[src/design/blimp_pkg.sv]
// Blimp core shared definitions
// Widths, ALU operation codes, RV32I opcodes and the stage payload structs
`default_nettype none

package blimp_pkg;

  // --------------------
  // Widths
  // --------------------

  localparam int xlen          = 32;
  localparam int reg_addr_bits = 5;
  localparam int num_regs      = 32;

  // addi x0, x0, 0
  localparam logic [xlen-1:0] nop_inst = 32'h0000_0013;

  // --------------------
  // RV32I encodings
  // --------------------

  // Major opcodes, bits [6:0]
  localparam logic [6:0] opc_op     = 7'b011_0011;
  localparam logic [6:0] opc_op_imm = 7'b001_0011;
  localparam logic [6:0] opc_lui    = 7'b011_0111;

  // funct3 for the supported ops
  localparam logic [2:0] f3_add_sub = 3'b000;
  localparam logic [2:0] f3_slt     = 3'b010;
  localparam logic [2:0] f3_xor     = 3'b100;
  localparam logic [2:0] f3_or      = 3'b110;
  localparam logic [2:0] f3_and     = 3'b111;

  // funct7, only SUB sets bit 5
  localparam logic [6:0] f7_base = 7'b000_0000;
  localparam logic [6:0] f7_alt  = 7'b010_0000;

  // --------------------
  // ALU ops and payloads
  // --------------------

  // pass_b also covers LUI and retired no-ops
  typedef enum logic [2:0] {
    alu_add,
    alu_sub,
    alu_and,
    alu_or,
    alu_xor,
    alu_slt,
    alu_pass_b
  } alu_op_t;

  // Fetch to decode
  typedef struct packed {
    logic [xlen-1:0] inst;
  } inst_msg_t;

  // Decode to execute, operands already resolved
  typedef struct packed {
    alu_op_t                  alu_op;
    logic [xlen-1:0]          op_a;
    logic [xlen-1:0]          op_b;
    logic [reg_addr_bits-1:0] waddr;
    logic                     wen;
  } dec_msg_t;

  // Execute to result
  typedef struct packed {
    logic [reg_addr_bits-1:0] waddr;
    logic [xlen-1:0]          wdata;
    logic                     wen;
  } res_msg_t;

endpackage

`default_nettype wire

[src/design/blimp_pipe_if.sv]
// Blimp stage-to-stage pipe
// val/rdy handshake with the pc carried beside a typed payload
`timescale 1ns/1ps
`default_nettype none

interface blimp_pipe_if #(
  parameter type t_msg = logic
);
  import blimp_pkg::*;

  // Transfer when val and rdy are both high
  logic            val;
  logic            rdy;
  // Instruction address, travels with every message
  logic [xlen-1:0] pc;
  t_msg            msg;

  // Producer side
  modport up (
    output val,
    output pc,
    output msg,
    input  rdy
  );

  // Consumer side
  modport down (
    input  val,
    input  pc,
    input  msg,
    output rdy
  );

endinterface

`default_nettype wire

[src/design/blimp_fetch.sv]
// Blimp fetch stage
// Holds the pc and reads instructions as an AXI4-Lite read master,
// one read outstanding, into a registered f2d output
`timescale 1ns/1ps
`default_nettype none

module blimp_fetch (
  input  logic                       clk,
  input  logic                       rst_n,
  output logic [blimp_pkg::xlen-1:0] araddr,
  output logic                       arvalid,
  input  logic                       arready,
  input  logic [blimp_pkg::xlen-1:0] rdata,
  input  logic                       rvalid,
  output logic                       rready,
  blimp_pipe_if.up                   f2d
);
  import blimp_pkg::*;

  // Address phase, wait for data, hold until decode drains
  typedef enum logic [1:0] {st_addr, st_wait, st_hold} state_t;

  state_t          state;
  logic [xlen-1:0] pc;
  logic            out_val;
  logic [xlen-1:0] out_pc;
  inst_msg_t       out_msg;
  logic            ar_fire;
  logic            r_fire;
  logic            f2d_fire;

  assign ar_fire  = arvalid && arready;
  assign r_fire   = rvalid && rready;
  assign f2d_fire = out_val && f2d.rdy;

  // AR channel straight from state and pc
  assign arvalid = (state == st_addr);
  assign araddr  = pc;
  // Only take data into an empty output register
  assign rready  = (state == st_wait) && !out_val;

  // --------------------
  // Request FSM
  // --------------------

  always_ff @(posedge clk or negedge rst_n) begin
    if (!rst_n) begin
      // Starts in hold so arvalid rises one cycle after reset
      state <= st_hold;
      pc    <= '0;
    end else begin
      case (state)
        st_addr: begin
          if (ar_fire) state <= st_wait;
        end
        st_wait: begin
          if (r_fire) begin
            // No branches so always the next word
            pc    <= pc + xlen'(4);
            // If decode is stalled wait for the f2d transfer first
            state <= f2d.rdy ? st_addr : st_hold;
          end
        end
        st_hold: begin
          if (!out_val || f2d_fire) state <= st_addr;
        end
        default: state <= st_hold;
      endcase
    end
  end

  // --------------------
  // f2d output register
  // --------------------

  always_ff @(posedge clk or negedge rst_n) begin
    if (!rst_n) begin
      out_val <= 1'b0;
    end else if (r_fire) begin
      out_val <= 1'b1;
    end else if (f2d_fire) begin
      out_val <= 1'b0;
    end
  end

  // Payload loads with the data beat
  always_ff @(posedge clk) begin
    if (r_fire) begin
      out_pc       <= pc;
      out_msg.inst <= rdata;
    end
  end

  assign f2d.val = out_val;
  assign f2d.pc  = out_pc;
  assign f2d.msg = out_msg;

  // AXI address held until the slave takes it
  assert property (@(posedge clk) disable iff (!rst_n)
    arvalid && !arready |=> arvalid && $stable(araddr))
    else $error("arvalid dropped or araddr changed before arready");

endmodule

`default_nettype wire

[src/design/blimp_decode.sv]
// Blimp decode stage
// Decodes the supported RV32I subset, reads the register file and stalls
// on pending destinations tracked by a scoreboard
`timescale 1ns/1ps
`default_nettype none

module blimp_decode (
  input  logic                                 clk,
  input  logic                                 rst_n,
  blimp_pipe_if.down                           f2d,
  blimp_pipe_if.up                             d2x,
  input  logic                                 rf_wen,
  input  logic [blimp_pkg::reg_addr_bits-1:0]  rf_waddr,
  input  logic [blimp_pkg::xlen-1:0]           rf_wdata
);
  import blimp_pkg::*;

  logic [xlen-1:0]          regs [num_regs];
  logic [num_regs-1:0]      sb;
  logic [num_regs-1:0]      sb_clr;
  logic [num_regs-1:0]      out_pend;
  logic [num_regs-1:0]      pending;
  logic [xlen-1:0]          inst;
  logic [reg_addr_bits-1:0] rs1;
  logic [reg_addr_bits-1:0] rs2;
  logic [reg_addr_bits-1:0] rd;
  logic [xlen-1:0]          rs1_val;
  logic [xlen-1:0]          rs2_val;
  alu_op_t                  dec_op;
  logic [xlen-1:0]          dec_b;
  logic                     dec_wen;
  logic                     known;
  logic                     use_rs1;
  logic                     use_rs2;
  logic                     stall;
  logic                     out_val;
  logic [xlen-1:0]          out_pc;
  dec_msg_t                 out_msg;
  logic                     f2d_fire;
  logic                     d2x_fire;

  // Idle input decodes as a nop, so no stale stall
  assign inst = f2d.val ? f2d.msg.inst : nop_inst;
  assign rs1  = inst[19:15];
  assign rs2  = inst[24:20];
  assign rd   = inst[11:7];

  // --------------------
  // Register file
  // --------------------

  always_ff @(posedge clk) begin
    if (rf_wen && rf_waddr != '0) regs[rf_waddr] <= rf_wdata;
  end

  // x0 reads zero, same-cycle writes bypass the array
  assign rs1_val = (rs1 == '0) ? '0 :
                   (rf_wen && rf_waddr == rs1) ? rf_wdata : regs[rs1];
  assign rs2_val = (rs2 == '0) ? '0 :
                   (rf_wen && rf_waddr == rs2) ? rf_wdata : regs[rs2];

  // --------------------
  // Instruction decode
  // --------------------

  always_comb begin
    dec_op  = alu_pass_b;
    dec_b   = '0;
    known   = 1'b0;
    use_rs1 = 1'b0;
    use_rs2 = 1'b0;
    case (inst[6:0])
      opc_op: begin
        use_rs1 = 1'b1;
        use_rs2 = 1'b1;
        dec_b   = rs2_val;
        known   = (inst[31:25] == f7_base);
        case (inst[14:12])
          f3_add_sub: begin
            dec_op = inst[30] ? alu_sub : alu_add;
            known  = (inst[31:25] == f7_base) || (inst[31:25] == f7_alt);
          end
          f3_slt:  dec_op = alu_slt;
          f3_xor:  dec_op = alu_xor;
          f3_or:   dec_op = alu_or;
          f3_and:  dec_op = alu_and;
          default: known  = 1'b0;
        endcase
      end
      opc_op_imm: begin
        // ADDI only, sign-extended 12-bit immediate
        if (inst[14:12] == f3_add_sub) begin
          dec_op  = alu_add;
          dec_b   = {{20{inst[31]}}, inst[31:20]};
          use_rs1 = 1'b1;
          known   = 1'b1;
        end
      end
      opc_lui: begin
        dec_b = {inst[31:12], 12'b0};
        known = 1'b1;
      end
      default: known = 1'b0;
    endcase
    // Unknown words retire as no-ops and wait on nothing
    if (!known) begin
      dec_op  = alu_pass_b;
      dec_b   = '0;
      use_rs1 = 1'b0;
      use_rs2 = 1'b0;
    end
  end

  assign dec_wen = known && (rd != '0);

  // --------------------
  // Scoreboard and stall
  // --------------------

  always_comb begin
    sb_clr   = '0;
    out_pend = '0;
    if (rf_wen) sb_clr[rf_waddr] = 1'b1;
    // Held output counts as pending before its bit is set
    if (out_val && out_msg.wen) out_pend[out_msg.waddr] = 1'b1;
  end

  assign pending = (sb & ~sb_clr) | out_pend;

  // RAW on sources, WAW on the destination
  assign stall = (use_rs1 && pending[rs1]) ||
                 (use_rs2 && pending[rs2]) ||
                 (dec_wen && pending[rd]);

  assign f2d.rdy  = !stall && (!out_val || d2x.rdy);
  assign f2d_fire = f2d.val && f2d.rdy;
  assign d2x_fire = out_val && d2x.rdy;

  always_ff @(posedge clk or negedge rst_n) begin
    if (!rst_n) begin
      sb      <= '0;
      out_val <= 1'b0;
    end else begin
      // Set wins over a clear on the same register
      sb <= (sb & ~sb_clr) | (d2x_fire ? out_pend : '0);
      if (f2d_fire) out_val <= 1'b1;
      else if (d2x_fire) out_val <= 1'b0;
    end
  end

  always_ff @(posedge clk) begin
    if (f2d_fire) begin
      out_pc  <= f2d.pc;
      out_msg <= '{alu_op: dec_op, op_a: rs1_val, op_b: dec_b, waddr: rd, wen: dec_wen};
    end
  end

  assign d2x.val = out_val;
  assign d2x.pc  = out_pc;
  assign d2x.msg = out_msg;

  // Held message must not move under back-pressure
  assert property (@(posedge clk) disable iff (!rst_n)
    d2x.val && !d2x.rdy |=> d2x.val && $stable(d2x.msg) && $stable(d2x.pc))
    else $error("d2x message changed while stalled");

endmodule

`default_nettype wire

[src/design/blimp_execute.sv]
// Blimp execute stage
// ALU on the decoded operands, registered into a result message
`timescale 1ns/1ps
`default_nettype none

module blimp_execute (
  input  logic       clk,
  input  logic       rst_n,
  blimp_pipe_if.down d2x,
  blimp_pipe_if.up   x2r
);
  import blimp_pkg::*;

  logic [xlen-1:0] alu_out;
  logic            out_val;
  logic [xlen-1:0] out_pc;
  res_msg_t        out_msg;
  logic            d2x_fire;
  logic            x2r_fire;

  // --------------------
  // ALU
  // --------------------

  always_comb begin
    case (d2x.msg.alu_op)
      alu_add: alu_out = d2x.msg.op_a + d2x.msg.op_b;
      alu_sub: alu_out = d2x.msg.op_a - d2x.msg.op_b;
      alu_and: alu_out = d2x.msg.op_a & d2x.msg.op_b;
      alu_or:  alu_out = d2x.msg.op_a | d2x.msg.op_b;
      alu_xor: alu_out = d2x.msg.op_a ^ d2x.msg.op_b;
      // Signed compare, result is 0 or 1
      alu_slt: alu_out = {{(xlen-1){1'b0}},
                          $signed(d2x.msg.op_a) < $signed(d2x.msg.op_b)};
      default: alu_out = d2x.msg.op_b;
    endcase
  end

  // --------------------
  // x2r output register
  // --------------------

  // Ready when empty or draining this cycle
  assign d2x.rdy  = !out_val || x2r.rdy;
  assign d2x_fire = d2x.val && d2x.rdy;
  assign x2r_fire = out_val && x2r.rdy;

  always_ff @(posedge clk or negedge rst_n) begin
    if (!rst_n) begin
      out_val <= 1'b0;
    end else if (d2x_fire) begin
      out_val <= 1'b1;
    end else if (x2r_fire) begin
      out_val <= 1'b0;
    end
  end

  always_ff @(posedge clk) begin
    if (d2x_fire) begin
      out_pc  <= d2x.pc;
      out_msg <= '{waddr: d2x.msg.waddr, wdata: alu_out, wen: d2x.msg.wen};
    end
  end

  assign x2r.val = out_val;
  assign x2r.pc  = out_pc;
  assign x2r.msg = out_msg;

endmodule

`default_nettype wire

[src/design/blimp_result.sv]
// Blimp result stage
// Writes back to the register file and publishes the retire trace
`timescale 1ns/1ps
`default_nettype none

module blimp_result (
  input  logic                                clk,
  input  logic                                rst_n,
  blimp_pipe_if.down                          x2r,
  output logic                                rf_wen,
  output logic [blimp_pkg::reg_addr_bits-1:0] rf_waddr,
  output logic [blimp_pkg::xlen-1:0]          rf_wdata,
  output logic                                trace_val,
  output logic [blimp_pkg::xlen-1:0]          trace_pc,
  output logic [blimp_pkg::reg_addr_bits-1:0] trace_waddr,
  output logic [blimp_pkg::xlen-1:0]          trace_wdata,
  output logic                                trace_wen
);
  import blimp_pkg::*;

  // Last stage never back-pressures
  assign x2r.rdy = 1'b1;

  // Writeback in the transfer cycle
  assign rf_wen   = x2r.val && x2r.msg.wen;
  assign rf_waddr = x2r.msg.waddr;
  assign rf_wdata = x2r.msg.wdata;

  // Trace pulse one cycle after retire
  always_ff @(posedge clk or negedge rst_n) begin
    if (!rst_n) trace_val <= 1'b0;
    else trace_val <= x2r.val;
  end

  always_ff @(posedge clk) begin
    if (x2r.val) begin
      trace_pc    <= x2r.pc;
      trace_waddr <= x2r.msg.waddr;
      trace_wdata <= x2r.msg.wdata;
      trace_wen   <= x2r.msg.wen;
    end
  end

  // Decode must never let a write to x0 through
  assert property (@(posedge clk) disable iff (!rst_n)
    rf_wen |-> rf_waddr != reg_addr_bits'(0))
    else $error("register write to x0");

endmodule

`default_nettype wire

[src/design/blimp_core.sv]
// Blimp core top level
// Four-stage in-order RV32I subset with an AXI4-Lite instruction read
// port and an instruction trace output
`timescale 1ns/1ps
`default_nettype none

module blimp_core (
  input  logic                                clk,
  input  logic                                rst_n,
  // AXI4-Lite read, core is master
  output logic [blimp_pkg::xlen-1:0]          araddr,
  output logic                                arvalid,
  input  logic                                arready,
  input  logic [blimp_pkg::xlen-1:0]          rdata,
  input  logic                                rvalid,
  output logic                                rready,
  // Retire trace, one pulse per instruction
  output logic                                trace_val,
  output logic [blimp_pkg::xlen-1:0]          trace_pc,
  output logic [blimp_pkg::reg_addr_bits-1:0] trace_waddr,
  output logic [blimp_pkg::xlen-1:0]          trace_wdata,
  output logic                                trace_wen
);
  import blimp_pkg::*;

  // --------------------
  // Stage pipes
  // --------------------

  blimp_pipe_if #(.t_msg(inst_msg_t)) f2d ();
  blimp_pipe_if #(.t_msg(dec_msg_t))  d2x ();
  blimp_pipe_if #(.t_msg(res_msg_t))  x2r ();

  // Writeback path back into decode
  logic                     rf_wen;
  logic [reg_addr_bits-1:0] rf_waddr;
  logic [xlen-1:0]          rf_wdata;

  // --------------------
  // Stages
  // --------------------

  blimp_fetch u_fetch (
    .clk     (clk),
    .rst_n   (rst_n),
    .araddr  (araddr),
    .arvalid (arvalid),
    .arready (arready),
    .rdata   (rdata),
    .rvalid  (rvalid),
    .rready  (rready),
    .f2d     (f2d)
  );

  blimp_decode u_decode (
    .clk      (clk),
    .rst_n    (rst_n),
    .f2d      (f2d),
    .d2x      (d2x),
    .rf_wen   (rf_wen),
    .rf_waddr (rf_waddr),
    .rf_wdata (rf_wdata)
  );

  blimp_execute u_execute (
    .clk   (clk),
    .rst_n (rst_n),
    .d2x   (d2x),
    .x2r   (x2r)
  );

  blimp_result u_result (
    .clk         (clk),
    .rst_n       (rst_n),
    .x2r         (x2r),
    .rf_wen      (rf_wen),
    .rf_waddr    (rf_waddr),
    .rf_wdata    (rf_wdata),
    .trace_val   (trace_val),
    .trace_pc    (trace_pc),
    .trace_waddr (trace_waddr),
    .trace_wdata (trace_wdata),
    .trace_wen   (trace_wen)
  );

endmodule

`default_nettype wire

[config.mk]
export PLATFORM = sky130hd
export DESIGN_NAME = blimp_core
export DESIGN_NICKNAME = d
export VERILOG_FILES = /design/src/design/blimp_pkg.sv /design/src/design/blimp_pipe_if.sv /design/src/design/blimp_fetch.sv /design/src/design/blimp_decode.sv /design/src/design/blimp_execute.sv /design/src/design/blimp_result.sv /design/src/design/blimp_core.sv
export SDC_FILE = /design/constraint.sdc
export NUM_CORES = 2
export LEC_CHECK = 0
export ABC_AREA = 1
export BUFFER_PORTS_ARGS = -buffer_cell sky130_fd_sc_hd__buf_2
export CAP_MARGIN = 20
export CORE_ASPECT_RATIO = 1.5
export CORE_MARGIN = 3
export CORE_UTILIZATION = 35
export DETAILED_ROUTE_END_ITERATION = 12
export SLEW_MARGIN = 40
export SYNTH_ARGS = -nofsm -noshare
export SYNTH_HDL_FRONTEND = slang
export SYNTH_SLANG_ARGS = --single-unit
[constraint.sdc]
create_clock -name clk -period 7.55 [get_ports clk]
set_input_delay 0.755 -clock clk [delete_from_list [all_inputs] [get_ports clk]]
set_output_delay 0.755 -clock clk [all_outputs]
set_load 0.01 [all_outputs]
After elaboration in Yosys (flattened, before gate mapping)
Memories as Yosys holds them, arrays and structs flattened. A register that Yosys moved wholly into a read port is not among the register bits.
Cells that the tools add are included.

storage, ports and cells
  bits in registers = 347
  memory bits (writable) = 1024
  bits of input ports = 36
  output and inout port bits = 105
  word-level logic and storage cells = 133
  memories kept = 1

operators by class
  add/subtract/negate cells = 3
  magnitude comparators = 8
  equality and inequality tests = 19
  muxes and demuxes = 41
  bitwise gates (word level) = 7
  reduce and logical (&&, ||, !) cells = 32

memory list
  memory         words  width  read ports  clocked after Yosys merged registers in  wr ports  RTL line            RTL
  u_decode.regs  32     32     2           1                                        1         blimp_decode.sv:18  logic [xlen-1:0] regs [num_regs];

operator list
  cell                     number
  $mux W32                 7
  $pmux W32 S6             1
  $or A32 B32 Y32          3
  $pmux W32 S3             1
  $and A32 B32 Y32         2
  $add A32 B3 Y32 const B  1
  $add A32 B32 Y32         1
  $lt A32 B32 Y1           1
  $not A32 Y32             1
  $sub A32 B32 Y32         1
  $xor A32 B32 Y32         1
  $lt A5 B6 Y1 const B     5
  $eq A7 B6 Y1 const B     3
  $mux W1                  16
  $bmux W1 S5              3
  $eq A3 B3 Y1 const B     5
  $pmux W3 S5              1
  $logic_and A1 B1 Y1      14
  $demux W1 S5             2
  $ge A5 B1 Y1 const B     2
  $logic_not A5 Y1         2
  $reduce_bool A5 Y1       2
  $eq A3 B2 Y1 const B     3
  $mux W2                  4
  other kinds (21)         28

Logic depth before layout (Yosys ltp)
  depth in word-level cells = 18
  mapped depth = 19
  gate-level depth less buffers = 18

Hierarchy
Synthesis repeated with hierarchy kept, for this count alone.

second synthesis, totals
  cells, all modules = 7168
  area total of the unflattened synthesis = 70084.7 um^2

modules (own cells, without submodules)
  module         times used  cells each  area each (um^2)  seq. area each (um^2)
  blimp_decode   1           5318        55072.8           34728.3
  blimp_execute  1           1405        8759.7            2127.0
  blimp_fetch    1           333         3828.7            2688.8
  blimp_result   1           112         2423.6            2127.0

Worst setup path after synthesis
No wires, ideal clock.

  kind = register to register
  start point = reg u_execute.out_val (netlist: u_execute.x2r.val)
  end point = reg u_decode.out_val (netlist: u_decode.d2x.val)
  arrival = 7747 ps
  data required time = 6967 ps
  path slack = -780 ps
  cell stages (with the launch flop) = 16
  buffers on the path = 1
  path through = dfrtp_1 > nand2_1 > inv_1 > nand2_1 > clkbuf_1 > o21ai_0 > nand2_1 > o21bai_1 > nor2_1 > nand2_1 > nand3_1 > nand2_1 > nand2_1 > nand3_1 > nand3_1 > nor2_1

on the way
  cells in the longest elaborated chain, start to end = 13

ends and longest elaborated chain
  what                                    RTL line                                  RTL
  start: declaration                      blimp_execute.sv:15                       logic out_val;
  start signal: assignment                blimp_execute.sv:50                       out_val <= 1'b0;
  start signal: assignment                blimp_execute.sv:52                       out_val <= 1'b1;
  start signal: assignment                blimp_execute.sv:54                       out_val <= 1'b0;
  $logic_and A1 B1 Y1 *                   blimp_result.sv:25                        assign rf_wen = x2r.val && x2r.msg.wen;
  $mux W32 *                              blimp_decode.sv:123                       if (rf_wen) sb_clr[rf_waddr] = 1'b1;
  $not A32 Y32 *                          blimp_decode.sv:128                       assign pending = (sb & ~sb_clr) | out_pend;
  $and A32 B32 Y32 *                      blimp_decode.sv:128
  $or A32 B32 Y32 *                       blimp_decode.sv:128
  $bmux W1 S5 (on tied branches)          blimp_decode.sv:131, blimp_decode.sv:132
  $mux W1 (on tied branches)              blimp_decode.sv:131, blimp_decode.sv:132
  $logic_and A1 B1 Y1 (on tied branches)  blimp_decode.sv:131, blimp_decode.sv:132
  $logic_or A1 B1 Y1                      blimp_decode.sv:131                       assign stall = (use_rs1 && pending[rs1]) ||
  $logic_or A1 B1 Y1 *                    blimp_decode.sv:132                       (use_rs2 && pending[rs2]) ||
  $logic_not A1 Y1 *                      blimp_decode.sv:135                       assign f2d.rdy = !stall && (!out_val || d2x.rdy);
  $logic_and A1 B1 Y1 *                   blimp_decode.sv:136                       assign f2d_fire = f2d.val && f2d.rdy;
  net u_decode.f2d_fire                   blimp_decode.sv:39                        logic f2d_fire;
  $mux W1 *                               blimp_decode.sv:146                       if (f2d_fire) out_val <= 1'b1;
  end signal: assignment                  blimp_decode.sv:142                       out_val <= 1'b0;
  end signal: assignment                  blimp_decode.sv:146
  end signal: assignment                  blimp_decode.sv:147                       else if (d2x_fire) out_val <= 1'b0;
  end: declaration                        blimp_decode.sv:36                        logic out_val;

Mark *: on every way through the listed nets, which the timed path passes. The rest lies on a longest branch. The select of a mux whose other input is x is not followed.
A chain may end at the register's enable or synchronous reset.

Worst setup path in the final report
  start point = reg u_fetch.out_val (netlist: u_fetch.f2d.val)
  end point = reg u_decode.out_msg, in the netlist u_decode.d2x.msg[15] (data pin)

on the way
  cells in the longest elaborated chain, start to end = 6

ends and longest elaborated chain
  what                                                                     RTL line             RTL
  start: declaration                                                       blimp_fetch.sv:25    logic out_val;
  start signal: assignment                                                 blimp_fetch.sv:78    out_val <= 1'b0;
  start signal: assignment                                                 blimp_fetch.sv:80    out_val <= 1'b1;
  start signal: assignment                                                 blimp_fetch.sv:82    out_val <= 1'b0;
  $mux W32 *                                                               blimp_decode.sv:43   assign inst = f2d.val ? f2d.msg.inst : nop_inst;
  parallel branches: the longest is 5 deep, another holds $mem_v2 Z32 W32  -
  end signal: assignment                                                   blimp_decode.sv:154  out_msg <= '{alu_op: dec_op, op_a: rs1_val, op_b: dec_b, waddr: rd, wen: dec_wen};
  end: declaration                                                         blimp_decode.sv:38   dec_msg_t out_msg;

Every way passes the cells marked *.

==> results_dict.tcl <==
set metrics [dict create \
    critPathMaxFanout 103 \
    grt_antenna_before_repair 8 \
    synth_flop_cell "edfxtp_1" \
    clk_pin_slew_ps 70 \
    crit_path_end_kind "flop" \
    cts_sinks 1393 \
    wl_per_cell_um 30.0 \
    max_freq_mhz 205 \
    hpwl_um 161000 \
    postRouteAntennaNets 0 \
    required_ps 8130 \
    vdd_drop_max_uv 261 \
    drt_wl_total_um 270000 \
    rrSetupSlack_ps 2660 \
    io_pins 141 \
    ys_warn_count 0 \
    ys_seq_area_share_pct 61.9 \
    critPathArrivalTime_ps 5470 \
    synthCells 6400 \
    hold_buffers 0 \
    final_nets 6550 \
    grt_pass1_wl_um 381000 \
    rows 196 \
    gp_congestion 0.933 \
    grt_overflow 0 \
    clockBufferDepth 3 \
    via_per_inst 6.18 \
    fin_crit_sh_pct 64.7 \
    synth.avg_cell_area_um2 10.5 \
    clk_latency_ps 770 \
    root_buffer "clkbuf_16" \
    reg2reg_from "u_fetch.f2d.val" \
    coreArea_mm2 0.190 \
    die_h_um 542 \
    drv_slew 0 \
    syn_to_final_growth_pct 12.2 \
    cap_violations 0 \
    start_util_pct 35.2 \
    grt_setup_unrepaired "no" \
    post-cts-setup-buffers 0 \
    first_global_vias 53369 \
    die_w_um 363 \
    crit_top_cell "a21oi_1" \
    port_buffers 136 \
    status "finished clean" \
    layout_common_cells "1325 x edfxtp_1, 1248 x nand2_1, 581 x o21ai_0" \
    htree_levels 3 \
    drcViolationCount 0 \
    async_flop_share_pct 4.88 \
    final_common_cell "edfxtp_1" \
    fin_skew_ps 37.4 \
    setup_tns_ps 0 \
    synth_area_mm2 0.0671 \
    cts_tree "yes" \
    die_area_mm2 0.197 \
    synth-edff-count 1325 \
    leakagePower_nw 26.2 \
    power.total_w 0.0311 \
    crit_slowest_cell "inv_1" \
    drive_above_1_share_pct 8.90 \
    slew-limit-headroom_pct 36.6 \
    cp-startpoint "u_fetch.f2d.val" \
    first_pass_iters 7 \
    cts_resized 0 \
    p_per_area_mw_per_mm2 413 \
    finalSetupViolations 0 \
    hold_path_class "primary input to asynchronous set/reset pin" \
    worst_slew_pin_slew_ps 952 \
    path_cells "buf_4 -> nand2_2 -> buf_4 -> inv_8 -> nand2_1 -> a21oi_1 -> nand3_4 -> inv_1 -> a21oi_1 -> o21ai_0 -> o211ai_1 -> a21oi_1" \
    critPathTopFamily "buffers and inverters" \
    cp-start-kind "flop" \
    first_iter_violations 8233 \
    grt_start_max_net_pins 163 \
    grt_usage_pct 26.5 \
    slowest_delay_ps 760 \
    synth_seq_cells 1393 \
    vias 55629 \
    fin_crit_ps 4890 \
    path_buf_inv 4 \
    ys_types 61 \
    tritoncts.num_buffers 121 \
    hold_violations 0 \
    path_class "flop to flop" \
]
[cell type report]
type	count	area (um^2)
multi-input combinational	4049	22200
sequential	1393	41500
timing repair buffer	301	2260
tap	2475	3100
inverter	548	2090
antenna	8	20.0
clock buffer	144	3160
fill	18147	115000
clock inverter	83	936
[worst paths after layout]
check	end	cells past startpoint
min in group clk	u_fetch.f2d.msg[17]	1
max in group asynchronous	u_execute.x2r.val	2
hold reg to reg	u_execute.x2r.pc[16]	0
setup reg to reg	u_decode.d2x.msg[15]	12
hold / removal	u_result.trace_val	2
setup / recovery	u_decode.d2x.msg[15]	12
[cells in the mapped netlist (16+ instances only)]
master / instances / area share [%]
a32o_1: 16 / 0.24
o22ai_1: 45 / 0.42
nand2_1: 1259 / 7.0
ha_1: 98 / 1.8
a31oi_1: 92 / 0.86
nor2_1: 180 / 1.0
a221oi_1: 58 / 0.76
a21oi_1: 539 / 4.0
xor2_1: 29 / 0.38
o221ai_1: 225 / 2.9
nand3_1: 293 / 2.2
inv_1: 536 / 3.0
o21ai_0: 583 / 4.4
edfxtp_1: 1325 / 59
nand4_1: 139 / 1.3
o211ai_1: 264 / 3.0
buf_1: 62 / 0.35
a22oi_1: 27 / 0.30
buf_2: 65 / 0.49
clkbuf_1: 312 / 1.7
nor3_1: 62 / 0.46
dfrtp_1: 67 / 2.5
[sequential cells by signal, summed over array words and instances, names as in the netlist, 2 cells and up]
signal	flops
u_decode.d2x.msg	73
u_decode.d2x.pc	30
u_decode.regs	1024
u_decode.sb	32
u_execute.x2r.msg	38
u_execute.x2r.pc	30
u_fetch.araddr	30
u_fetch.f2d.msg	32
u_fetch.f2d.pc	30
u_fetch.state	2
u_result.trace_pc	30
u_result.trace_waddr	5
u_result.trace_wdata	32
[routing by layer]
layer	wire length (um)	GRT usage [%]
met5	7	0
met4	21200	17.8
met1	92100	30.6
met2	129000	44.4
met3	28100	5.48
[logic make-up after synthesis]
logic type	after synthesis	share of synthesized area [%]
flops	1393	61.9
compound gates	1917	17.7
buf+inv	993	5.72
other cells	1	0.00559
fa+ha+maj	100	1.89
simple gates	1960	12.4
xor+xnor	36	0.470
[where the power goes]
group | internal [W] | total, W | leakage [nW] | switching [W]
clock | 0.00361 | 0.00659 | 1.98 | 0.00298
combinational | 0.00318 | 0.0131 | 11.3 | 0.00987
sequential | 0.0106 | 0.0114 | 13.0 | 0.000807
[metrics by stage]
stage,util (%),area (um^2),hold WS [ps],worst slack [ps],instances
CTS,39.4,75100,133,2710,8987
detailed placement,37.3,71000,405,2730,8760
finish,39.5,75200,112,2660,9001
global placement,37.1,70600,400,2540,8744
floorplan,-,67200,400,987,6435
global route,39.5,75200,149,2630,8994
No activity file was read; power rests on OpenSTA's default activity.
